### config.mk
export PLATFORM = sky130hd
export DESIGN_NAME = pst_vreg_entry
export DESIGN_NICKNAME = d
export VERILOG_FILES = /design/src/hdl/pst_vreg_pkg.sv /design/src/hdl/pst_vreg_entry.sv /design/src/hdl/pst_vreg_info.sv /design/src/hdl/pst_vreg_retire_match.sv /design/src/hdl/pst_vreg_state.sv
export VERILOG_INCLUDE_DIRS = /design/src /design/src/hdl
export SDC_FILE = /design/constraint.sdc
export NUM_CORES = 1
export LEC_CHECK = 0
export ABC_AREA = 1
export BUFFER_PORTS_ARGS = -buffer_cell sky130_fd_sc_hd__buf_2
export CAP_MARGIN = 20
export CELL_PAD_IN_SITES_DETAIL_PLACEMENT = 0
export CELL_PAD_IN_SITES_GLOBAL_PLACEMENT = 1
export CORE_ASPECT_RATIO = 1.1
export CORE_UTILIZATION = 28
export DETAILED_ROUTE_END_ITERATION = 10
export GPL_TIMING_DRIVEN = 1
export MAX_ROUTING_LAYER = met4
export PLACE_DENSITY_LB_ADDON = 0.3
export SYNTH_ARGS = -nofsm -noshare
export SYNTH_HDL_FRONTEND = slang
export SYNTH_SLANG_ARGS = --single-unit
export TNS_END_PERCENT = 100
### constraint.sdc
create_clock -name sm_clk -period 2.55 [get_ports sm_clk]
set_input_delay 0.51 -clock sm_clk [delete_from_list [all_inputs] [get_ports sm_clk]]
set_output_delay 0.51 -clock sm_clk [all_outputs]
set_load 0.02 [all_outputs]
### src/hdl/pst_vreg_defs.svh
/*
  Vector register state entry
  Lane counts and field widths shared by the RTL and the testbench
*/
`ifndef PST_VREG_DEFS_SVH
`define PST_VREG_DEFS_SVH

// Lane counts
`define PST_DIS_LANES 4
`define PST_RET_LANES 4

// Instruction id and register index widths
`define PST_IID_W  7
`define PST_AREG_W 5
`define PST_PREG_W 6

`endif

### src/hdl/pst_vreg_pkg.sv
/*
  Vector register state entry types
  Field vectors, lane masks and the two state encodings
*/
`include "pst_vreg_defs.svh"

package pst_vreg_pkg;

  typedef logic [`PST_IID_W-1:0]         iid_t;
  typedef logic [`PST_AREG_W-1:0]        areg_t;
  typedef logic [`PST_PREG_W-1:0]        preg_t;
  typedef logic [(1<<`PST_AREG_W)-1:0]   areg_mask_t;
  typedef logic [(1<<`PST_PREG_W)-1:0]   preg_mask_t;
  typedef logic [`PST_DIS_LANES-1:0]     dis_lane_t;
  typedef logic [`PST_RET_LANES-1:0]     ret_lane_t;

  // Register lifecycle, one-hot
  typedef enum logic [4:0] {
    DEALLOC  = 5'b00001,
    WF_ALLOC = 5'b00010,
    ALLOC    = 5'b00100,
    RETIRE   = 5'b01000,
    RELEASE  = 5'b10000
  } lifecycle_e;

  // Value written back or not
  typedef enum logic {
    WB_IDLE = 1'b0,
    WB_DONE = 1'b1
  } wb_e;

endpackage

### src/hdl/pst_vreg_entry.sv
/*
  Physical vector register state entry
  Tracks one physical register from allocation to release and
  reports its release and rename recovery vectors
*/
`timescale 1ns/1ns
`include "pst_vreg_defs.svh"

module pst_vreg_entry (
  input  logic                     sm_clk,
  input  logic                     cpurst_b,
  input  logic                     flush,
  input  logic                     async_flush,
  input  logic                     sync_reset,
  input  logic                     reset_mapped,
  input  pst_vreg_pkg::areg_t      reset_dstv_reg,
  input  logic                     dealloc_vld,
  input  logic                     release_vld,
  input  logic                     wb_vld,
  input  pst_vreg_pkg::dis_lane_t  create_vld,
  input  pst_vreg_pkg::iid_t       dis_iid [`PST_DIS_LANES],
  input  pst_vreg_pkg::areg_t      dis_dstv_reg [`PST_DIS_LANES],
  input  pst_vreg_pkg::preg_t      dis_rel_vreg [`PST_DIS_LANES],
  input  pst_vreg_pkg::ret_lane_t  retire_updt_vld,
  input  pst_vreg_pkg::iid_t       retire_updt_iid [`PST_RET_LANES],
  input  pst_vreg_pkg::ret_lane_t  retire_lane_vld,
  output logic                     cur_state_dealloc,
  output logic                     cur_state_alloc_release,
  output logic                     retired_released_wb,
  output pst_vreg_pkg::areg_mask_t dreg,
  output pst_vreg_pkg::preg_mask_t rel_vreg_expand
);
  import pst_vreg_pkg::*;

  iid_t iid;
  logic retire_vld;
  logic state_alloc;
  logic state_retire;
  logic rel_retire;

  //====================
  // Information register and output expansion
  pst_vreg_info u_info (
    .sm_clk          (sm_clk),
    .cpurst_b        (cpurst_b),
    .sync_reset      (sync_reset),
    .reset_dstv_reg  (reset_dstv_reg),
    .create_vld      (create_vld),
    .dis_iid         (dis_iid),
    .dis_dstv_reg    (dis_dstv_reg),
    .dis_rel_vreg    (dis_rel_vreg),
    .state_retire    (state_retire),
    .rel_retire      (rel_retire),
    .iid             (iid),
    .dreg            (dreg),
    .rel_vreg_expand (rel_vreg_expand)
  );

  //====================
  // Early iid compare against the retire lanes
  pst_vreg_retire_match u_retire_match (
    .sm_clk          (sm_clk),
    .cpurst_b        (cpurst_b),
    .sync_reset      (sync_reset),
    .iid             (iid),
    .state_alloc     (state_alloc),
    .retire_updt_vld (retire_updt_vld),
    .retire_updt_iid (retire_updt_iid),
    .retire_lane_vld (retire_lane_vld),
    .retire_vld      (retire_vld)
  );

  //====================
  // Lifecycle and write-back FSMs
  pst_vreg_state u_state (
    .sm_clk                  (sm_clk),
    .cpurst_b                (cpurst_b),
    .flush                   (flush),
    .async_flush             (async_flush),
    .sync_reset              (sync_reset),
    .reset_mapped            (reset_mapped),
    .dealloc_vld             (dealloc_vld),
    .release_vld             (release_vld),
    .wb_vld                  (wb_vld),
    .create_vld              (create_vld),
    .retire_vld              (retire_vld),
    .state_alloc             (state_alloc),
    .state_retire            (state_retire),
    .rel_retire              (rel_retire),
    .cur_state_dealloc       (cur_state_dealloc),
    .cur_state_alloc_release (cur_state_alloc_release),
    .retired_released_wb     (retired_released_wb)
  );

endmodule

### src/hdl/pst_vreg_info.sv
/*
  Vector register entry information
  Captures iid, destination and released register from the creating
  dispatch lane and expands them to one-hot vectors
*/
`timescale 1ns/1ns
`include "pst_vreg_defs.svh"

module pst_vreg_info (
  input  logic                     sm_clk,
  input  logic                     cpurst_b,
  input  logic                     sync_reset,
  input  pst_vreg_pkg::areg_t      reset_dstv_reg,
  input  pst_vreg_pkg::dis_lane_t  create_vld,
  input  pst_vreg_pkg::iid_t       dis_iid [`PST_DIS_LANES],
  input  pst_vreg_pkg::areg_t      dis_dstv_reg [`PST_DIS_LANES],
  input  pst_vreg_pkg::preg_t      dis_rel_vreg [`PST_DIS_LANES],
  input  logic                     state_retire,
  input  logic                     rel_retire,
  output pst_vreg_pkg::iid_t       iid,
  output pst_vreg_pkg::areg_mask_t dreg,
  output pst_vreg_pkg::preg_mask_t rel_vreg_expand
);
  import pst_vreg_pkg::*;

  logic       create;
  iid_t       create_iid;
  areg_t      create_dstv_reg;
  preg_t      create_rel_vreg;
  areg_t      dstv_reg;
  preg_t      rel_vreg;
  areg_mask_t dstv_reg_onehot;
  preg_mask_t rel_vreg_onehot;

  assign create = |create_vld;

  //====================
  // Create data select
  // At most one lane creates, so an AND-OR mux is enough
  always_comb begin
    create_iid      = '0;
    create_dstv_reg = '0;
    create_rel_vreg = '0;
    for (int i = 0; i < `PST_DIS_LANES; i++) begin
      if (create_vld[i]) begin
        create_iid      = create_iid | dis_iid[i];
        create_dstv_reg = create_dstv_reg | dis_dstv_reg[i];
        create_rel_vreg = create_rel_vreg | dis_rel_vreg[i];
      end
    end
  end

  //====================
  // Information register
  always_ff @(posedge sm_clk or negedge cpurst_b) begin
    if (!cpurst_b) begin
      iid      <= '0;
      dstv_reg <= '0;
      rel_vreg <= '0;
    end else if (sync_reset) begin
      iid      <= '0;
      dstv_reg <= reset_dstv_reg;
      rel_vreg <= '0;
    end else if (create) begin
      iid      <= create_iid;
      dstv_reg <= create_dstv_reg;
      rel_vreg <= create_rel_vreg;
    end
  end

  //====================
  // One-hot outputs
  assign rel_vreg_onehot = preg_mask_t'(1) << rel_vreg;
  assign dstv_reg_onehot = areg_mask_t'(1) << dstv_reg;

  // Released register freed in the retiring cycle
  assign rel_vreg_expand = rel_retire ? rel_vreg_onehot : '0;

  // Rename table recovery while retired and not yet released
  assign dreg = state_retire ? dstv_reg_onehot : '0;

endmodule

### src/hdl/pst_vreg_retire_match.sv
/*
  Retire iid match
  Compares the entry iid against each retire lane one cycle ahead
  and forms the retire strobe from the registered result
*/
`timescale 1ns/1ns
`include "pst_vreg_defs.svh"

module pst_vreg_retire_match (
  input  logic                    sm_clk,
  input  logic                    cpurst_b,
  input  logic                    sync_reset,
  input  pst_vreg_pkg::iid_t      iid,
  input  logic                    state_alloc,
  input  pst_vreg_pkg::ret_lane_t retire_updt_vld,
  input  pst_vreg_pkg::iid_t      retire_updt_iid [`PST_RET_LANES],
  input  pst_vreg_pkg::ret_lane_t retire_lane_vld,
  output logic                    retire_vld
);
  import pst_vreg_pkg::*;

  ret_lane_t match_updt;
  ret_lane_t match_q;

  // Compare only while allocated, so a match implies ALLOC
  always_comb begin
    for (int j = 0; j < `PST_RET_LANES; j++) begin
      match_updt[j] = state_alloc && (iid == retire_updt_iid[j]);
    end
  end

  // Each lane keeps its match until its next update
  always_ff @(posedge sm_clk or negedge cpurst_b) begin
    if (!cpurst_b) begin
      match_q <= '0;
    end else if (sync_reset) begin
      match_q <= '0;
    end else begin
      for (int j = 0; j < `PST_RET_LANES; j++) begin
        if (retire_updt_vld[j]) begin
          match_q[j] <= match_updt[j];
        end
      end
    end
  end

  assign retire_vld = |(retire_lane_vld & match_q);

endmodule

### src/hdl/pst_vreg_state.sv
/*
  Vector register lifecycle and write-back FSMs
  Follows the register through alloc, retire and release and
  derives the entry status outputs
*/
`timescale 1ns/1ns

module pst_vreg_state (
  input  logic                    sm_clk,
  input  logic                    cpurst_b,
  input  logic                    flush,
  input  logic                    async_flush,
  input  logic                    sync_reset,
  input  logic                    reset_mapped,
  input  logic                    dealloc_vld,
  input  logic                    release_vld,
  input  logic                    wb_vld,
  input  pst_vreg_pkg::dis_lane_t create_vld,
  input  logic                    retire_vld,
  output logic                    state_alloc,
  output logic                    state_retire,
  output logic                    rel_retire,
  output logic                    cur_state_dealloc,
  output logic                    cur_state_alloc_release,
  output logic                    retired_released_wb
);
  import pst_vreg_pkg::*;

  lifecycle_e life_q;
  lifecycle_e life_nxt;
  lifecycle_e life_rst;
  wb_e        wb_q;
  wb_e        wb_nxt;
  wb_e        wb_rst;
  logic       create;
  logic       state_release;
  logic       wb_done;

  assign create = |create_vld;

  //====================
  // Lifecycle FSM
  // Mapped registers come out of reset as retired and written back
  assign life_rst = reset_mapped ? RETIRE : DEALLOC;

  always_ff @(posedge sm_clk or negedge cpurst_b) begin
    if (!cpurst_b) begin
      life_q <= DEALLOC;
    end else if (sync_reset) begin
      life_q <= life_rst;
    end else begin
      life_q <= life_nxt;
    end
  end

  // Release wins over retire in ALLOC
  always_comb begin
    case (life_q)
      DEALLOC:  life_nxt = (dealloc_vld && !flush) ? WF_ALLOC : DEALLOC;
      WF_ALLOC: begin
        if (flush)       life_nxt = DEALLOC;
        else if (create) life_nxt = ALLOC;
        else             life_nxt = WF_ALLOC;
      end
      ALLOC: begin
        if (flush)                       life_nxt = DEALLOC;
        else if (release_vld && wb_done) life_nxt = DEALLOC;
        else if (release_vld)            life_nxt = RELEASE;
        else if (retire_vld)             life_nxt = RETIRE;
        else                             life_nxt = ALLOC;
      end
      RETIRE: begin
        if (release_vld && wb_done) life_nxt = DEALLOC;
        else if (release_vld)       life_nxt = RELEASE;
        else                        life_nxt = RETIRE;
      end
      RELEASE:  life_nxt = wb_done ? DEALLOC : RELEASE;
      default:  life_nxt = DEALLOC;
    endcase
  end

  assign cur_state_dealloc = (life_q == DEALLOC);
  assign state_alloc       = (life_q == ALLOC);
  assign state_retire      = (life_q == RETIRE);
  assign state_release     = (life_q == RELEASE);

  assign cur_state_alloc_release = state_alloc || state_release;

  //====================
  // Write-back FSM
  assign wb_rst = reset_mapped ? WB_DONE : WB_IDLE;

  // async_flush forces done ahead of everything else
  always_ff @(posedge sm_clk or negedge cpurst_b) begin
    if (!cpurst_b) begin
      wb_q <= WB_IDLE;
    end else if (async_flush) begin
      wb_q <= WB_DONE;
    end else if (sync_reset) begin
      wb_q <= wb_rst;
    end else if (create) begin
      wb_q <= WB_IDLE;
    end else begin
      wb_q <= wb_nxt;
    end
  end

  // Done clears once the lifecycle is back in DEALLOC
  always_comb begin
    case (wb_q)
      WB_IDLE: wb_nxt = wb_vld ? WB_DONE : WB_IDLE;
      WB_DONE: wb_nxt = cur_state_dealloc ? WB_IDLE : WB_DONE;
      default: wb_nxt = WB_IDLE;
    endcase
  end

  assign wb_done = (wb_q == WB_DONE);

  //====================
  // Status outputs
  // Retire strobe counts only while still allocated
  assign rel_retire = state_alloc && retire_vld;

  // Covers the instruction retiring in this very cycle
  assign retired_released_wb = (rel_retire || state_retire || state_release)
                               ? wb_done : 1'b1;

endmodule

# After elaboration in Yosys (flattened, before gate mapping)
# Index checks and enable logic that the tools add are counted.
# totals
reg_bits,28
in_bits,126
output_inout_bits,99
elab_cells,95
# classes
eq_ne,9
n_shift,2
muxes,46
bitwise_logic,11
n_reduce_logical,18
# op_table
operator,count
2-to-1 mux 5 bit,14
2-to-1 mux 64 bit,1
left shift 1 x 6 -> 64 bit (first input constant),1
2-to-1 mux 7 bit,6
2-to-1 mux 6 bit,6
2-to-1 mux 32 bit,1
left shift 1 x 5 -> 32 bit (first input constant),1
equality test 7 bit,4
one-hot mux 5 bit (5 select lines),1
OR 7 bit,3
OR 6 bit,3
OR 5 bit,3
2-to-1 mux 4 bit,3
2-to-1 mux 1 bit,11
nonzero test 2 bit,5
OR reduction 4 bit,2
logical AND 1 bit,7
equality test 5 x 1 -> 1 bit (second input constant),1
equality test 5 x 2 -> 1 bit (second input constant),1
equality test 5 x 3 -> 1 bit (second input constant),1
equality test 5 x 4 -> 1 bit (second input constant),1
equality test 5 bit (second input constant),1
bitwise AND 4 bit,1
logical OR 1 bit,3
other kinds (5),5

# Depth between registers and ports, before layout
# Gate-level depths: netlist of run 1.
# logic_depth
word_depth,9
ltp_mapped,9

# Hierarchy
# A second synthesis of run 1 with hierarchy kept.
# hier_totals
cells_unflattened,617
hier_area_um2,3316.9
# modules_own_cells
module,instances,cells_per_inst,area_each_um2,seq_area_each_um2
pst_vreg_info,1,374,2092.0,450.4
pst_vreg_retire_match,1,170,733.2,100.1
pst_vreg_state,1,73,491.7,151.4

# Worst setup path after synthesis of run 1
# OpenSTA, ideal clock, no wires.
# synth_timing
path_type,reg-to-output
from,reg u_state.life_q[4]
to,out rel_vreg_expand[2]
arrival_time_ns,1.423
required_ns,2.040
slack_ns,0.617
stages_incl_launch_ff,7
n_path_buf,1
path_cell_list,dfrtp_1 -> nor2_1 -> nand3_4 -> nor2_4 -> nand2_4 -> buf_6 -> nor2_1
# synth_between
elab_chain_cells,3
# synth_rtl
element,line,text
from (decl),pst_vreg_state.sv:29,lifecycle_e life_q;
from (signal assigned),pst_vreg_state.sv:50,life_q <= life_rst;
from (signal assigned),pst_vreg_state.sv:52,life_q <= life_nxt;
equality test 5 x 3 -> 1 bit,pst_vreg_state.sv:83,assign state_alloc = (life_q == ALLOC);
logical AND 1 bit,pst_vreg_state.sv:122,assign rel_retire = state_alloc && retire_vld;
2-to-1 mux 64 bit,pst_vreg_info.sv:77,assign rel_vreg_expand = rel_retire ? rel_vreg_onehot : '0;
to (decl),pst_vreg_entry.sv:31,output pst_vreg_pkg::preg_mask_t rel_vreg_expand
# Every way passes these cells.

# Worst setup path in the final report of run 1
# layout_timing
from,reg u_state.life_q[3]
to,out rel_vreg_expand[43]
# The elaborated chain is that of the path after synthesis.

==> results of run 1 <==
[cells in the mapped netlist, types with 4 or more instances]
cell / instances / share of area [%]
sky130_fd_sc_hd__buf_2: 10 / 1.6
sky130_fd_sc_hd__nor2_4: 4 / 1.5
sky130_fd_sc_hd__nor3_1: 5 / 0.82
sky130_fd_sc_hd__nor2_2: 31 / 6.3
sky130_fd_sc_hd__nor2_1: 94 / 12
sky130_fd_sc_hd__a21oi_1: 9 / 1.5
sky130_fd_sc_hd__nand4_1: 39 / 8.0
sky130_fd_sc_hd__xnor2_1: 16 / 4.6
sky130_fd_sc_hd__nand3_1: 26 / 4.3
sky130_fd_sc_hd__o21ai_0: 19 / 3.1
sky130_fd_sc_hd__clkbuf_1: 19 / 2.3
sky130_fd_sc_hd__inv_1: 21 / 2.6
sky130_fd_sc_hd__buf_6: 7 / 2.6
sky130_fd_sc_hd__a221oi_1: 13 / 3.7
sky130_fd_sc_hd__xor2_1: 12 / 3.4
sky130_fd_sc_hd__nand2_1: 121 / 15
sky130_fd_sc_hd__dfrtp_1: 27 / 22
[power groups by stage]
stage	Combinational, uW	Clock (uW)	Sequential, uW
global placement	424	0	538
CTS	432	483	531
global route	487	498	540
floorplan	297	0	500
finish	429	472	532
detailed placement	431	0	540
[metal layers]
layer | GRT usage, % | share of wire [%] | vias up
li1 | - | - | 1978
met4 | 2.90 | 0.82 | 0
met2 | 37.6 | 53 | 152
met3 | 1.88 | 4.9 | 6
met1 | 23.3 | 42 | 1773
met5 | - | 0 | -
[critical path, stage by stage (launching register included)]
cell	delay, ps
sky130_fd_sc_hd__dfrtp_1	400
sky130_fd_sc_hd__nor2_1	230
sky130_fd_sc_hd__nand3_4	190
sky130_fd_sc_hd__nor2_4	210
sky130_fd_sc_hd__nand2_4	250
sky130_fd_sc_hd__nor2_1	170
sky130_fd_sc_hd__buf_2	180
[how the worst max path moves through the flow]
stage | start | end | slack [ps] | cells after the start
global route | u_state.life_q[3]$_DFF_PN0_ | rel_vreg_expand[34] | -9 | 6
finish | u_state.life_q[3]$_DFF_PN0_ | rel_vreg_expand[43] | 140 | 6
CTS | u_state.life_q[0]$_DFF_PN1_ | dreg[0] | 110 | 5
detailed placement | retire_lane_vld[3] | rel_vreg_expand[46] | 330 | 8
global placement | retire_lane_vld[3] | rel_vreg_expand[62] | 360 | 8
floorplan | u_state.life_q[4]$_DFF_PN0_ | rel_vreg_expand[2] | 620 | 6
[cells in the final DEF, fill, tap and decap left out, types with 12 or more instances in the layout]
cell type,count
sky130_fd_sc_hd__a221oi_1,13
sky130_fd_sc_hd__nor2_1,94
sky130_fd_sc_hd__xor2_1,12
sky130_fd_sc_hd__nor2_2,31
sky130_fd_sc_hd__dfrtp_1,27
sky130_fd_sc_hd__nand4_1,39
sky130_fd_sc_hd__o21ai_0,19
sky130_fd_sc_hd__xnor2_1,16
sky130_fd_sc_hd__nand2_1,121
sky130_fd_sc_hd__nand3_1,26
sky130_fd_sc_hd__buf_2,224
sky130_fd_sc_hd__inv_1,21
[area by class of cell]
cell class                 count  area [um^2]
fill                        1173         6230
multi-input combinational    399         2050
timing repair buffer         227         1140
sequential                    28          702
tap                          143          179
inverter                      22         82.6
clock buffer                   3         75.1
clock inverter                 1         30.0
[kinds of logic (layout without fill, tap and decap cells)]
kind of cell / after synthesis / count (layout) / synth area share [%]
xor+xnor: 28 / 28 / 8.02
flops: 28 / 28 / 23.0
simple gates: 326 / 326 / 49.6
buf+inv: 62 / 253 / 10.2
compound gates: 45 / 45 / 9.21
[metrics by stage]
stage	hold slack (ps)	cell area, um^2
detailed placement	520	4150
CTS	297	4250
floorplan	214	3060
global route	324	4260
finish	267	4260
global placement	514	4150
==> results summary, run 1 <==
The flow ran to the end, and the final reports show no timing, DRC or antenna violations. The final routed wire length divided by cell count is 13.5 um. The count of TritonRoute iterations in the first routing pass came out at 4.

The total half-perimeter wirelength after legalization and detailed placement is 9.03 mm. The proportion of power drawn by combinational gates came out at 29.9%. The clock net in this run drives a total of 28 sinks. The clock tree skew after final layout is 4.99 ps.

The H-tree level count came out at 1. The max-slew violation count is 0. Summed over all layers, the routed wires come to 11.1 mm.

The number of instances in the placed design is 819. The area of the mapped netlist came out at 0.00306 mm^2. Setup repair after global routing could not meet its margin everywhere. The floorplan step defined a die boundary enclosing roughly 0.011 mm^2. The part of the cycle the worst path needs came out at 94.5%. The count of flip-flops with a built-in enable after synthesis came out at 0. The starting density of the core is 29.1%. For this block, the via count after detailed routing is slightly below 4,000. When the netlist entered floorplanning its net count stood at between 600 and 700. From synthesis to final layout, the design area changed by 39.3%. The logic depth of the worst register-to-register path came out at 9. The maximum number of buffers from clock root to sink is 2. The clock period minus worst slack is 2410 ps. The average instance in the mapped netlist occupies 6.25 um^2.

After clock tree synthesis, the flow added hold-fix buffers numbering 0. The tool flagged a number of max-cap violations equal to 0. The count of endpoints failing hold in the final timing report came out at 0. The smallest setup slack after layout is 139 ps.

The required time of the critical path came out at 2040 ps. The flip-flop count of the largest register after layout came out at 7. The via count of the first global-routing pass is 3,701. The number of antenna violations at the first check in global routing came out at 0.

The total area inside the core boundary comes to 0.0105 mm^2. The part of the power in the clock network came out at ~33%. The horizontal extent of the die came out at 102 um. The kind of critical path is flop to output pin. The number of instances in the synthesized netlist is 489.

Input and output buffers added on the ports amount to approximately 220. The minimum setup slack after placement is 329 ps. TritonCTS built the clock tree. The worst-case vdd ir drop is between 0.2 and 0.25 mV. The pin count of the biggest net entering global routing came out at 33.

The number of resized instances in the post-cts repair step came out at 0. The worst setup path is launched from a flop. The worst register-to-register path has a setup slack of 1130 ps.

0 antenna diodes ended up in the layout. After the first detailed-routing iteration, the DRC count stood at ~120. The congestion estimate from routability-driven global placement came to 0.790. The first global-routing pass estimated 17.7 mm of wire. Data on the critical path arrives at its endpoint at 1900 ps. The remaining global-route overflow came out at 0. The worst register-to-register path ends at u_state.life_q[0]$_DFF_PN1_.

The power spent charging and discharging nets is between 400 and 500 uW. The most instantiated flip-flop cell in the synthesis netlist is sky130_fd_sc_hd__dfrtp_1. The origin of the critical flop-to-flop path is u_state.life_q[2]$_DFF_PN0_. The total I/O pin count is approximately 230.

The worst hold path belongs to the class primary input to asynchronous set/reset pin. The flip-flop and latch count after synthesis is 28. In this run the tightest slew margin relative to its limit is 56.2%. The post-CTS clock slew at the launch and capture registers of the worst setup and hold paths is 80 ps. The final net count is 807. The worst-path maximum fanout came out at 32. The maximum achievable frequency came out at 415 MHz. The final non-filler cell total is around 820. The final total negative setup slack came out at 0 ps. Once detail routing completed, the nets flagged for antenna violations numbered 0. STA classifies the critical path endpoint as an output pin. The register with the most flip-flops in the final layout is u_info.iid.

The cell area power density is ~340 mW/mm^2. The cell-internal power is about 970 uW. Summing internal, switching and leakage power gives 1430 uW. The average via count per standard cell came out at 4.75.

The total of warnings raised by yosys came out at 0. CTS placed an instance of sky130_fd_sc_hd__clkbuf_16 at the clock tree root. Per report_power, the sequential group accounts for 37.1% of the total. From bottom edge to top edge, the die measures 112 um. In the synthesized netlist the async set-or-reset flop fraction comes to 100%.

Net switching is about a third of the power. The distinct cell type count of the synthesized netlist came out at 29. The combined global-route utilization of all metal layers is 20.2%. For the pin with the worst max-slew slack, the measured transition is 658 ps. In this run, CTS created clock tree buffers numbering 3. Setup violations remaining at the end of the flow were counted as 0. Sequential elements use 23.0% of the synthesized area. The layout cell share with drive strength beyond 1 is 40.3%. The clock latency at the later pin of the worst-skew pair came out at 260 ps. The total DRC errors in the routed layout is 0. After floorplanning, the core was divided into 39 placement rows. The cell leakage power came out at 0.00219 uW.

The largest registers in the layout are u_info.iid (7), u_info.rel_vreg (6). The number of setup buffers added after CTS is 0. At the end of the flow the core is filled with cells to between 40% and 50%.
Power figures use the tool's default switching activity.
==> inputs of run 2 (changes only) <==
ABC_AREA = default   (was 1)
SETUP_SLACK_MARGIN = 0.3   (was default)
==> results summary, run 2 <==
The total nets after synthesis is 514 (-16%). The number of antenna violations at the first check in global routing is 0 (unchanged). The max-slew violation count is 0 (unchanged). The async set or reset register ratio after synthesis came out at 100% (unchanged). The worst-case vdd ir drop is 0.179 mV (-25%). The residual antenna-violating net count after detailed routing is 0 (unchanged). The synthesis-to-finish area growth came out at 65.9%.

The worst setup path is launched from a flop. The count of flip-flops with a built-in enable after synthesis came out at 0 (unchanged). The site row count is 37 (-5.1%). The final weighted congestion in routability-driven placement came out at 0.858 (+8.6%). The clock period minus worst slack is 2490 ps (+76.7 ps).

The most instantiated flip-flop cell in the synthesis netlist is sky130_fd_sc_hd__dfrtp_1. The area of the mapped netlist is 0.00279 mm^2 (-8.6%). The total number of vias came out at 3,660 (-6.4%). The count of TritonRoute iterations in the first routing pass is 4 (unchanged). The count of endpoints failing hold in the final timing report came out at 0 (unchanged). The average via count per standard cell came out at 5.10 (+7.3%). The distinct cell type count of the synthesized netlist came out at 49 (+69%).

The sequential cell area came out at 703 um^2 (+0.18%). The H-tree level count was 1 (unchanged). The area of the core region came to 0.00954 mm^2 (-9.1%). The register-to-register setup slack came out at 870 ps (-260 ps). The number of instances in the synthesized netlist came out at 388 (-21%). The number of buffers created by CTS came out at 3 (unchanged). The global-route wire length before repair was 17.4 mm (-2.2%). The cell area power density came to 264 mW/mm^2 (-21%). The combined global-route utilization of all metal layers was 21.1% (+0.93 points). The via count of the first global-routing pass came out at 3,457 (-6.6%). The clock tree skew after final layout was 2.31 ps (-2.68 ps). The total half-perimeter wirelength after legalization and detailed placement came out at 8.72 mm (-3.5%).

The endpoint identified for the worst register-to-register timing path is u_state.life_q[3]$_DFF_PN0_. The maximum number of buffers from clock root to sink came to 2 (unchanged). The final core area utilization was 48.6% (+8.0 points). The tightest min-delay check is of the primary input to asynchronous set/reset pin type. By area the synthesized netlist is led by sky130_fd_sc_hd__dfrtp_1, sky130_fd_sc_hd__nor2_1, sky130_fd_sc_hd__a22oi_1, sky130_fd_sc_hd__xor2_1, sky130_fd_sc_hd__nand2_1. The setup path with the least slack is of type flop to output pin.

The hold buffer count at cts is 0 (unchanged). The number of maximum-capacitance constraint violations came out at 0 (unchanged). Among all cell types in the netlist, the one instantiated most often is sky130_fd_sc_hd__nor2_1.

The critical path starts at u_state.life_q[4]$_DFF_PN0_. The final routed wire length divided by cell count came to 15.9 um (+18%). The critical path ends at rel_vreg_expand[26]. The flip-flop count of the largest register after layout came to 7 (unchanged). The required time of the critical path is 2040 ps (about the same). The cell area after layout is 0.00463 mm^2 (+8.8%). The placement-stage cell area came out at 0.00399 mm^2 (-4.0%). The total of warnings raised by yosys is 0 (unchanged).

The number of buffers added on ports came out at 224 (unchanged). The aggregate routed wire length was 11.4 mm (+2.8%). The arrival time at the worst endpoint came out at 1980 ps (+80 ps). The die boundary height is 107 um (-4.3%). The detailed router's first-iteration violation count came out at 123 (+4.2%). The area used by multi-input combinational logic came to 0.00217 mm^2 (+6.0%).

The top cell types in the final layout, fill and taps aside, are sky130_fd_sc_hd__buf_2, sky130_fd_sc_hd__buf_4, sky130_fd_sc_hd__nor2_1. In the synthesized netlist, the cells that appear most often are sky130_fd_sc_hd__nor2_1, sky130_fd_sc_hd__a22oi_1, sky130_fd_sc_hd__nand2_1, sky130_fd_sc_hd__xor2_1, sky130_fd_sc_hd__dfrtp_1. The count of final setup violators is 0 (unchanged). The horizontal extent of the die came out at 97.2 um (-4.3%). The worst-path maximum fanout came out at 8 (-75%).

The flip-flop and latch count after synthesis is 28 (unchanged). The antenna diode count is 0 (unchanged). The largest registers in the layout are u_info.iid (7), u_info.rel_vreg (6). The share of the yosys chip area belonging to registers is 25.1% (+2.2 points).

The top cell type's share of synthesized area came out at 24.2% (+2.1 points). The root cell of the clock tree is sky130_fd_sc_hd__clkbuf_8. The final net count is 728 (-9.8%). Setup repair after global routing could not meet its margin everywhere. The logic depth of the worst register-to-register path is 5 (-4). The remaining global-route overflow was 0 (unchanged).

The run finished with clean final reports. The library cell occupying the most area in the post-synthesis netlist is sky130_fd_sc_hd__dfrtp_1. The mean post-synth cell area is 7.20 um^2 (+15%). The total I/O pin count is 225 (unchanged).

STA classifies the critical path endpoint as an output pin. The final total negative setup slack is 0 ps (unchanged). The starting density of the core came out at 29.3% (+0.16 points). The normalized max-slew margin was 59.6% (+3.5 points). The layout cell share with drive strength beyond 1 is 55.7% (+15 points). The part of the cycle the worst path needs came to 97.5% (+3.0 points). The total clock sinks came to 28 (unchanged). The cell leakage power came out at 0.00223 uW (+1.8%). The maximum achievable frequency is 402 MHz (-3.1%). More flip-flops sit in one register than any other, and that register is u_info.iid. The worst-case hold slack came out at 242 ps (-24.2 ps). The clock tree from TritonCTS is yes. The count of filler cells inserted in the layout came out at 976 (-17%). The pin count of the biggest net entering global routing was 32 (-3.0%). The transition time at the pin with the least slew margin was 600 ps (-57.5 ps). The total DRC errors in the routed layout was 0 (unchanged). The post-CTS clock slew at the launch and capture registers of the worst setup and hold paths is 90 ps (about the same).

The floorplan die area came to 0.0104 mm^2 (-8.4%). The library cell used most frequently in the layout, excluding fill and tap cells, is sky130_fd_sc_hd__buf_2. The clock latency at the later pin of the worst-skew pair is 260 ps (about the same).

In this run the critical register-to-register path is launched from u_state.life_q[0]$_DFF_PN1_.
run 2: kinds of logic after synthesis:
group                  share of synthesized area [%]
AO/OA/AOI/OAI                                   21.0
XOR/XNOR                                        9.40
buffers and inverters                           6.36
flip-flops                                      25.1
AND/OR/NAND/NOR                                 38.2
run 2: area by class of cell:
class	count	share of cell area [%]
clock buffers	4	1.19
inverters	5	0.405
multi-input cells	321	46.8
flip-flops and latches	28	15.2
well taps	117	3.16
repair buffers	243	33.3
run 2: worst max-delay path, stage by stage, from the launching register on:
cell and delay (ps):
sky130_fd_sc_hd__dfrtp_2 450, sky130_fd_sc_hd__nor3_4 230, sky130_fd_sc_hd__nand2_2 110, sky130_fd_sc_hd__or4b_4 610, sky130_fd_sc_hd__nor2_2 150, sky130_fd_sc_hd__buf_4 160
run 2: repair_timing:
item | CTS | global route
pin swaps | 16 | 40
hold endpoints to repair | 0 | 0
gates resized for setup | 93 | 86
buffers inserted | 6 | 2
setup endpoints to repair | 97 | 97
run 2: through the flow:
step	total power, uW	setup slack, ps	cells
finish	1220	62.8	718
global route	1300	7.77	718
CTS	1230	123	716
detailed placement	922	113	706
global placement	914	137	706
floorplan	746	377	388
run 2: worst min path at each step:
stage | startpoint | end | slack, ps | cells past startpoint
after floorplan | cpurst_b | u_info.dstv_reg[0]$_DFFE_PN0P_ | 210 | 0
after global placement | u_retire_match.match_q[2]$_DFFE_PN0P_ | u_retire_match.match_q[2]$_DFFE_PN0P_ | 540 | 2
after detailed placement | u_retire_match.match_q[2]$_DFFE_PN0P_ | u_retire_match.match_q[2]$_DFFE_PN0P_ | 530 | 2
after CTS | cpurst_b | u_info.dstv_reg[1]$_DFFE_PN0P_ | 270 | 1
after global routing | cpurst_b | u_info.iid[5]$_DFFE_PN0P_ | 290 | 1
final | cpurst_b | u_info.iid[5]$_DFFE_PN0P_ | 240 | 1
run 2: per-layer routing:
metal | routed length [um] | part of all wire (%) | GRT usage, %
met2 | 6250 | 55 | 40.4
met5 | 0 | 0 | -
met3 | 548 | 4.8 | 1.96
met4 | 65 | 0.57 | 2.52
met1 | 4520 | 40 | 24.6
run 2: report_power, final:
group	leakage [uW]	total, uW	switching, uW	internal (uW)
sequential	0.000350	537	63.6	473
clock	0.0000288	267	130	138
combinational	0.00185	421	226	194
==> inputs of run 3 (changes only) <==
==> constraint.sdc (replaced) <==
create_clock -name sm_clk -period 2.55 [get_ports sm_clk]
set_input_delay 0 -clock sm_clk [delete_from_list [all_inputs] [get_ports sm_clk]]
set_output_delay 0 -clock sm_clk [all_outputs]
set_load 0.02 [all_outputs]
==> results summary, run 3 (synthesized netlist as in run 2, its figures left out) <==
The register share of total power is 41.7% (-2.1 points). The count of TritonRoute iterations in the first routing pass was 5 (+1). The startpoint kind of the worst setup timing path is a flop. The average via count per standard cell came to 5.11 (+0.23%). The part of the cycle the worst path needs is 84.1% (-13 points). The pin count of the biggest net entering global routing is 32 (unchanged). The placement-stage cell area came out at 0.00391 mm^2 (-1.9%). The floorplan die area is 0.0104 mm^2 (unchanged). The power spent charging and discharging nets came to 414 uW (-1.3%). The required time of the critical path was 2720 ps (+680 ps).

The total DRC errors in the routed layout is 0 (unchanged). The category of the worst setup path capture point is a flop. The number of antenna violations at the first check in global routing is 0 (unchanged). The global-route wire length before repair came out at 17.0 mm (-2.3%). The detailed router's first-iteration violation count came to 186 (+51%).

The switching part of the total is 32.3% (-2.0 points). The cell area after layout came out at 0.00414 mm^2 (-11%). The via count of the first global-routing pass came out at 3,506 (+1.4%). The layout cell share with drive strength beyond 1 came out at 44.7% (-11 points). The residual antenna-violating net count after detailed routing is 0 (unchanged). Leaving out fill and tap cells, the most frequent cell in the layout is sky130_fd_sc_hd__buf_2. The final routed wire length divided by cell count was 15.0 um (-5.4%). The total clock sinks came out at 28 (unchanged). Setup repair after global routing left no endpoint under its margin.

The die boundary height was 107 um (unchanged). The run finished with clean final reports. The final weighted congestion in routability-driven placement came out at 0.836 (-2.5%). The post-CTS clock slew at the launch and capture registers of the worst setup and hold paths is 100 ps (about the same). The worst-path maximum fanout was 10 (+2). The clock period minus worst slack came out at 2150 ps (-342 ps). The count of endpoints failing hold in the final timing report is 0 (unchanged). The cell-internal power is 869 uW (+8.0%). The kind of critical path is flop to flop. The count of filler cells inserted in the layout is 993 (+1.7%). The root cell of the clock tree is sky130_fd_sc_hd__clkbuf_8. The synthesis-to-finish area growth is 48.1%.

The total half-perimeter wirelength after legalization and detailed placement is 8.56 mm (-1.7%). Traced cell by cell, the critical path runs through nand2b_1 > nor4_2 > a2111oi_0 > a211o_1 > dlygate4sd3_1. The maximum achievable frequency is 466 MHz (+16%).

The starting density of the core is 29.3% (unchanged). In the layout the commonest cells are sky130_fd_sc_hd__buf_2, sky130_fd_sc_hd__nor2_1, sky130_fd_sc_hd__a22oi_1. The clock latency at the later pin of the worst-skew pair is 270 ps (about the same). The number of maximum-capacitance constraint violations is 0 (unchanged). The worst-case vdd ir drop is 0.219 mV (+22%). The transition time at the pin with the least slew margin came out at 656 ps (+56.1 ps). The total number of vias came out at 3,648 (-0.33%). The H-tree level count is 1 (unchanged). The maximum number of buffers from clock root to sink is 2 (unchanged). The area of the core region is 0.00954 mm^2 (unchanged). The clock tree skew after final layout came to 2.49 ps (+0.182 ps). The cell leakage power is 0.00216 uW (-3.3%).

Ranked by flip-flop count, first place goes to u_info.iid. The horizontal extent of the die is 97.2 um (unchanged). The total I/O pin count was 225 (unchanged).

The worst min-delay path class is primary input to flop. The aggregate routed wire length came out at 10.7 mm (-6.0%). The final total negative setup slack came to 0 ps (unchanged). The site row count came to 37 (unchanged). The largest registers in the layout are u_info.iid (7), u_info.rel_vreg (6). The count of final setup violators is 0 (unchanged). The max-slew violation count came out at 0 (unchanged). TritonCTS built the clock tree. The total power was 1280 uW (+4.8%). The proportion of power drawn by combinational gates is 30.7% (-3.6 points). The cell area power density came out at 310 mW/mm^2 (+17%). The final net count is 724 (-0.55%). The part of the power in the clock network is 27.6% (+5.8 points). The combined global-route utilization of all metal layers is 20.5% (-0.58 points). The antenna diode count is 0 (unchanged). The largest individual stage delay along the critical path comes from the cell sky130_fd_sc_hd__dlygate4sd3_1. The arrival time at the worst endpoint is 2310 ps (+330 ps). The normalized max-slew margin came out at 56.3% (-3.4 points). The remaining global-route overflow is 0 (unchanged). The delay contributed by the slowest stage of the critical path came out at 550 ps (-60 ps).

The flip-flop count of the largest register after layout came out at 7 (unchanged). The number of buffers added on ports came to 224 (unchanged). The number of buffers created by CTS came out at 3 (unchanged).
run 3: cell count changes in the layout (fill, tap and decap cells not counted), sizes merged:
cell,previous run,this run
bufinv,0,1
dlygate4sd3,0,12
buf,243,227
clkbuf,4,3
run 3: stage by stage:
| stage | utilization, % | setup slack (ps) | cells | hold WS (ps) |
|---|---|---|---|---|
| floorplan | - | 817 | 388 | -296 |
| finish | 43.4 | 405 | 714 | 1.34 |
| global route | 43.4 | 300 | 714 | 14.7 |
| detailed placement | 41.0 | 531 | 696 | 73.5 |
| global placement | 41.0 | 567 | 696 | 65.4 |
| CTS | 43.1 | 379 | 712 | 3.64 |
run 3: final timing paths:
| path | from | endpoint | slack, ps | cells after the start |
|---|---|---|---|---|
| min in group asynchronous | cpurst_b | u_info.iid[6]$_DFFE_PN0P_ | 280 | 2 |
| max reg2reg | u_state.life_q[1]$_DFF_PN0_ | u_state.wb_done$_DFF_PN0_ | 400 | 5 |
| max | u_state.life_q[1]$_DFF_PN0_ | u_state.wb_done$_DFF_PN0_ | 400 | 5 |
| max in group asynchronous | cpurst_b | u_state.life_q[4]$_DFF_PN0_ | 1800 | 2 |
| min | reset_mapped | u_state.life_q[0]$_DFF_PN1_ | 1 | 3 |
| min reg2reg | u_retire_match.match_q[1]$_DFFE_PN0P_ | u_retire_match.match_q[1]$_DFFE_PN0P_ | 540 | 2 |
run 3: area by class of cell:
type	instances	area, um^2	share of cell area (%)
Tap cell	117	146	3.54
Multi-Input combinational cell	321	1930	46.7
Clock buffer	3	41.3	0.998
Inverter	5	18.8	0.454
Timing Repair Buffer	239	1260	30.6
Clock inverter	1	30.0	0.726
Sequential cell	28	704	17.0
run 3: power groups by stage:
stage	registers (uW)	clock network (uW)	logic, uW
2_1_floorplan	501	0	245
3_3_place_gp	541	0	367
5_1_grt	542	377	438
4_1_cts	535	360	387
3_5_place_dp	543	0	370
6_report	535	354	395
run 3: worst max-delay path, delay by kind of cell, from the launching register on:
family / cells / cell delay (ps)
AND/OR/NAND/NOR: 2 / 550
buffers and inverters: 1 / 550
flip-flops: 1 / 520
AO/OA/AOI/OAI: 2 / 420
run 3: per-layer routing:
layer	vias to the layer above	part of all wire, %	track usage, %
li1	1780	-	-
met1	1691	42	24.4
met2	164	52	37.4
met3	13	5.4	2.02
met4	0	1.4	5.04
met5	-	0	-
run 3: repair_timing:
item                                    4_1_cts  5_1_grt
pin swaps                                     0        0
buffers inserted                              0        2
endpoints found under the hold margin        37        0
endpoints found under the setup margin       64       80
gates resized for setup                       3        4
hold buffers                                 12        0
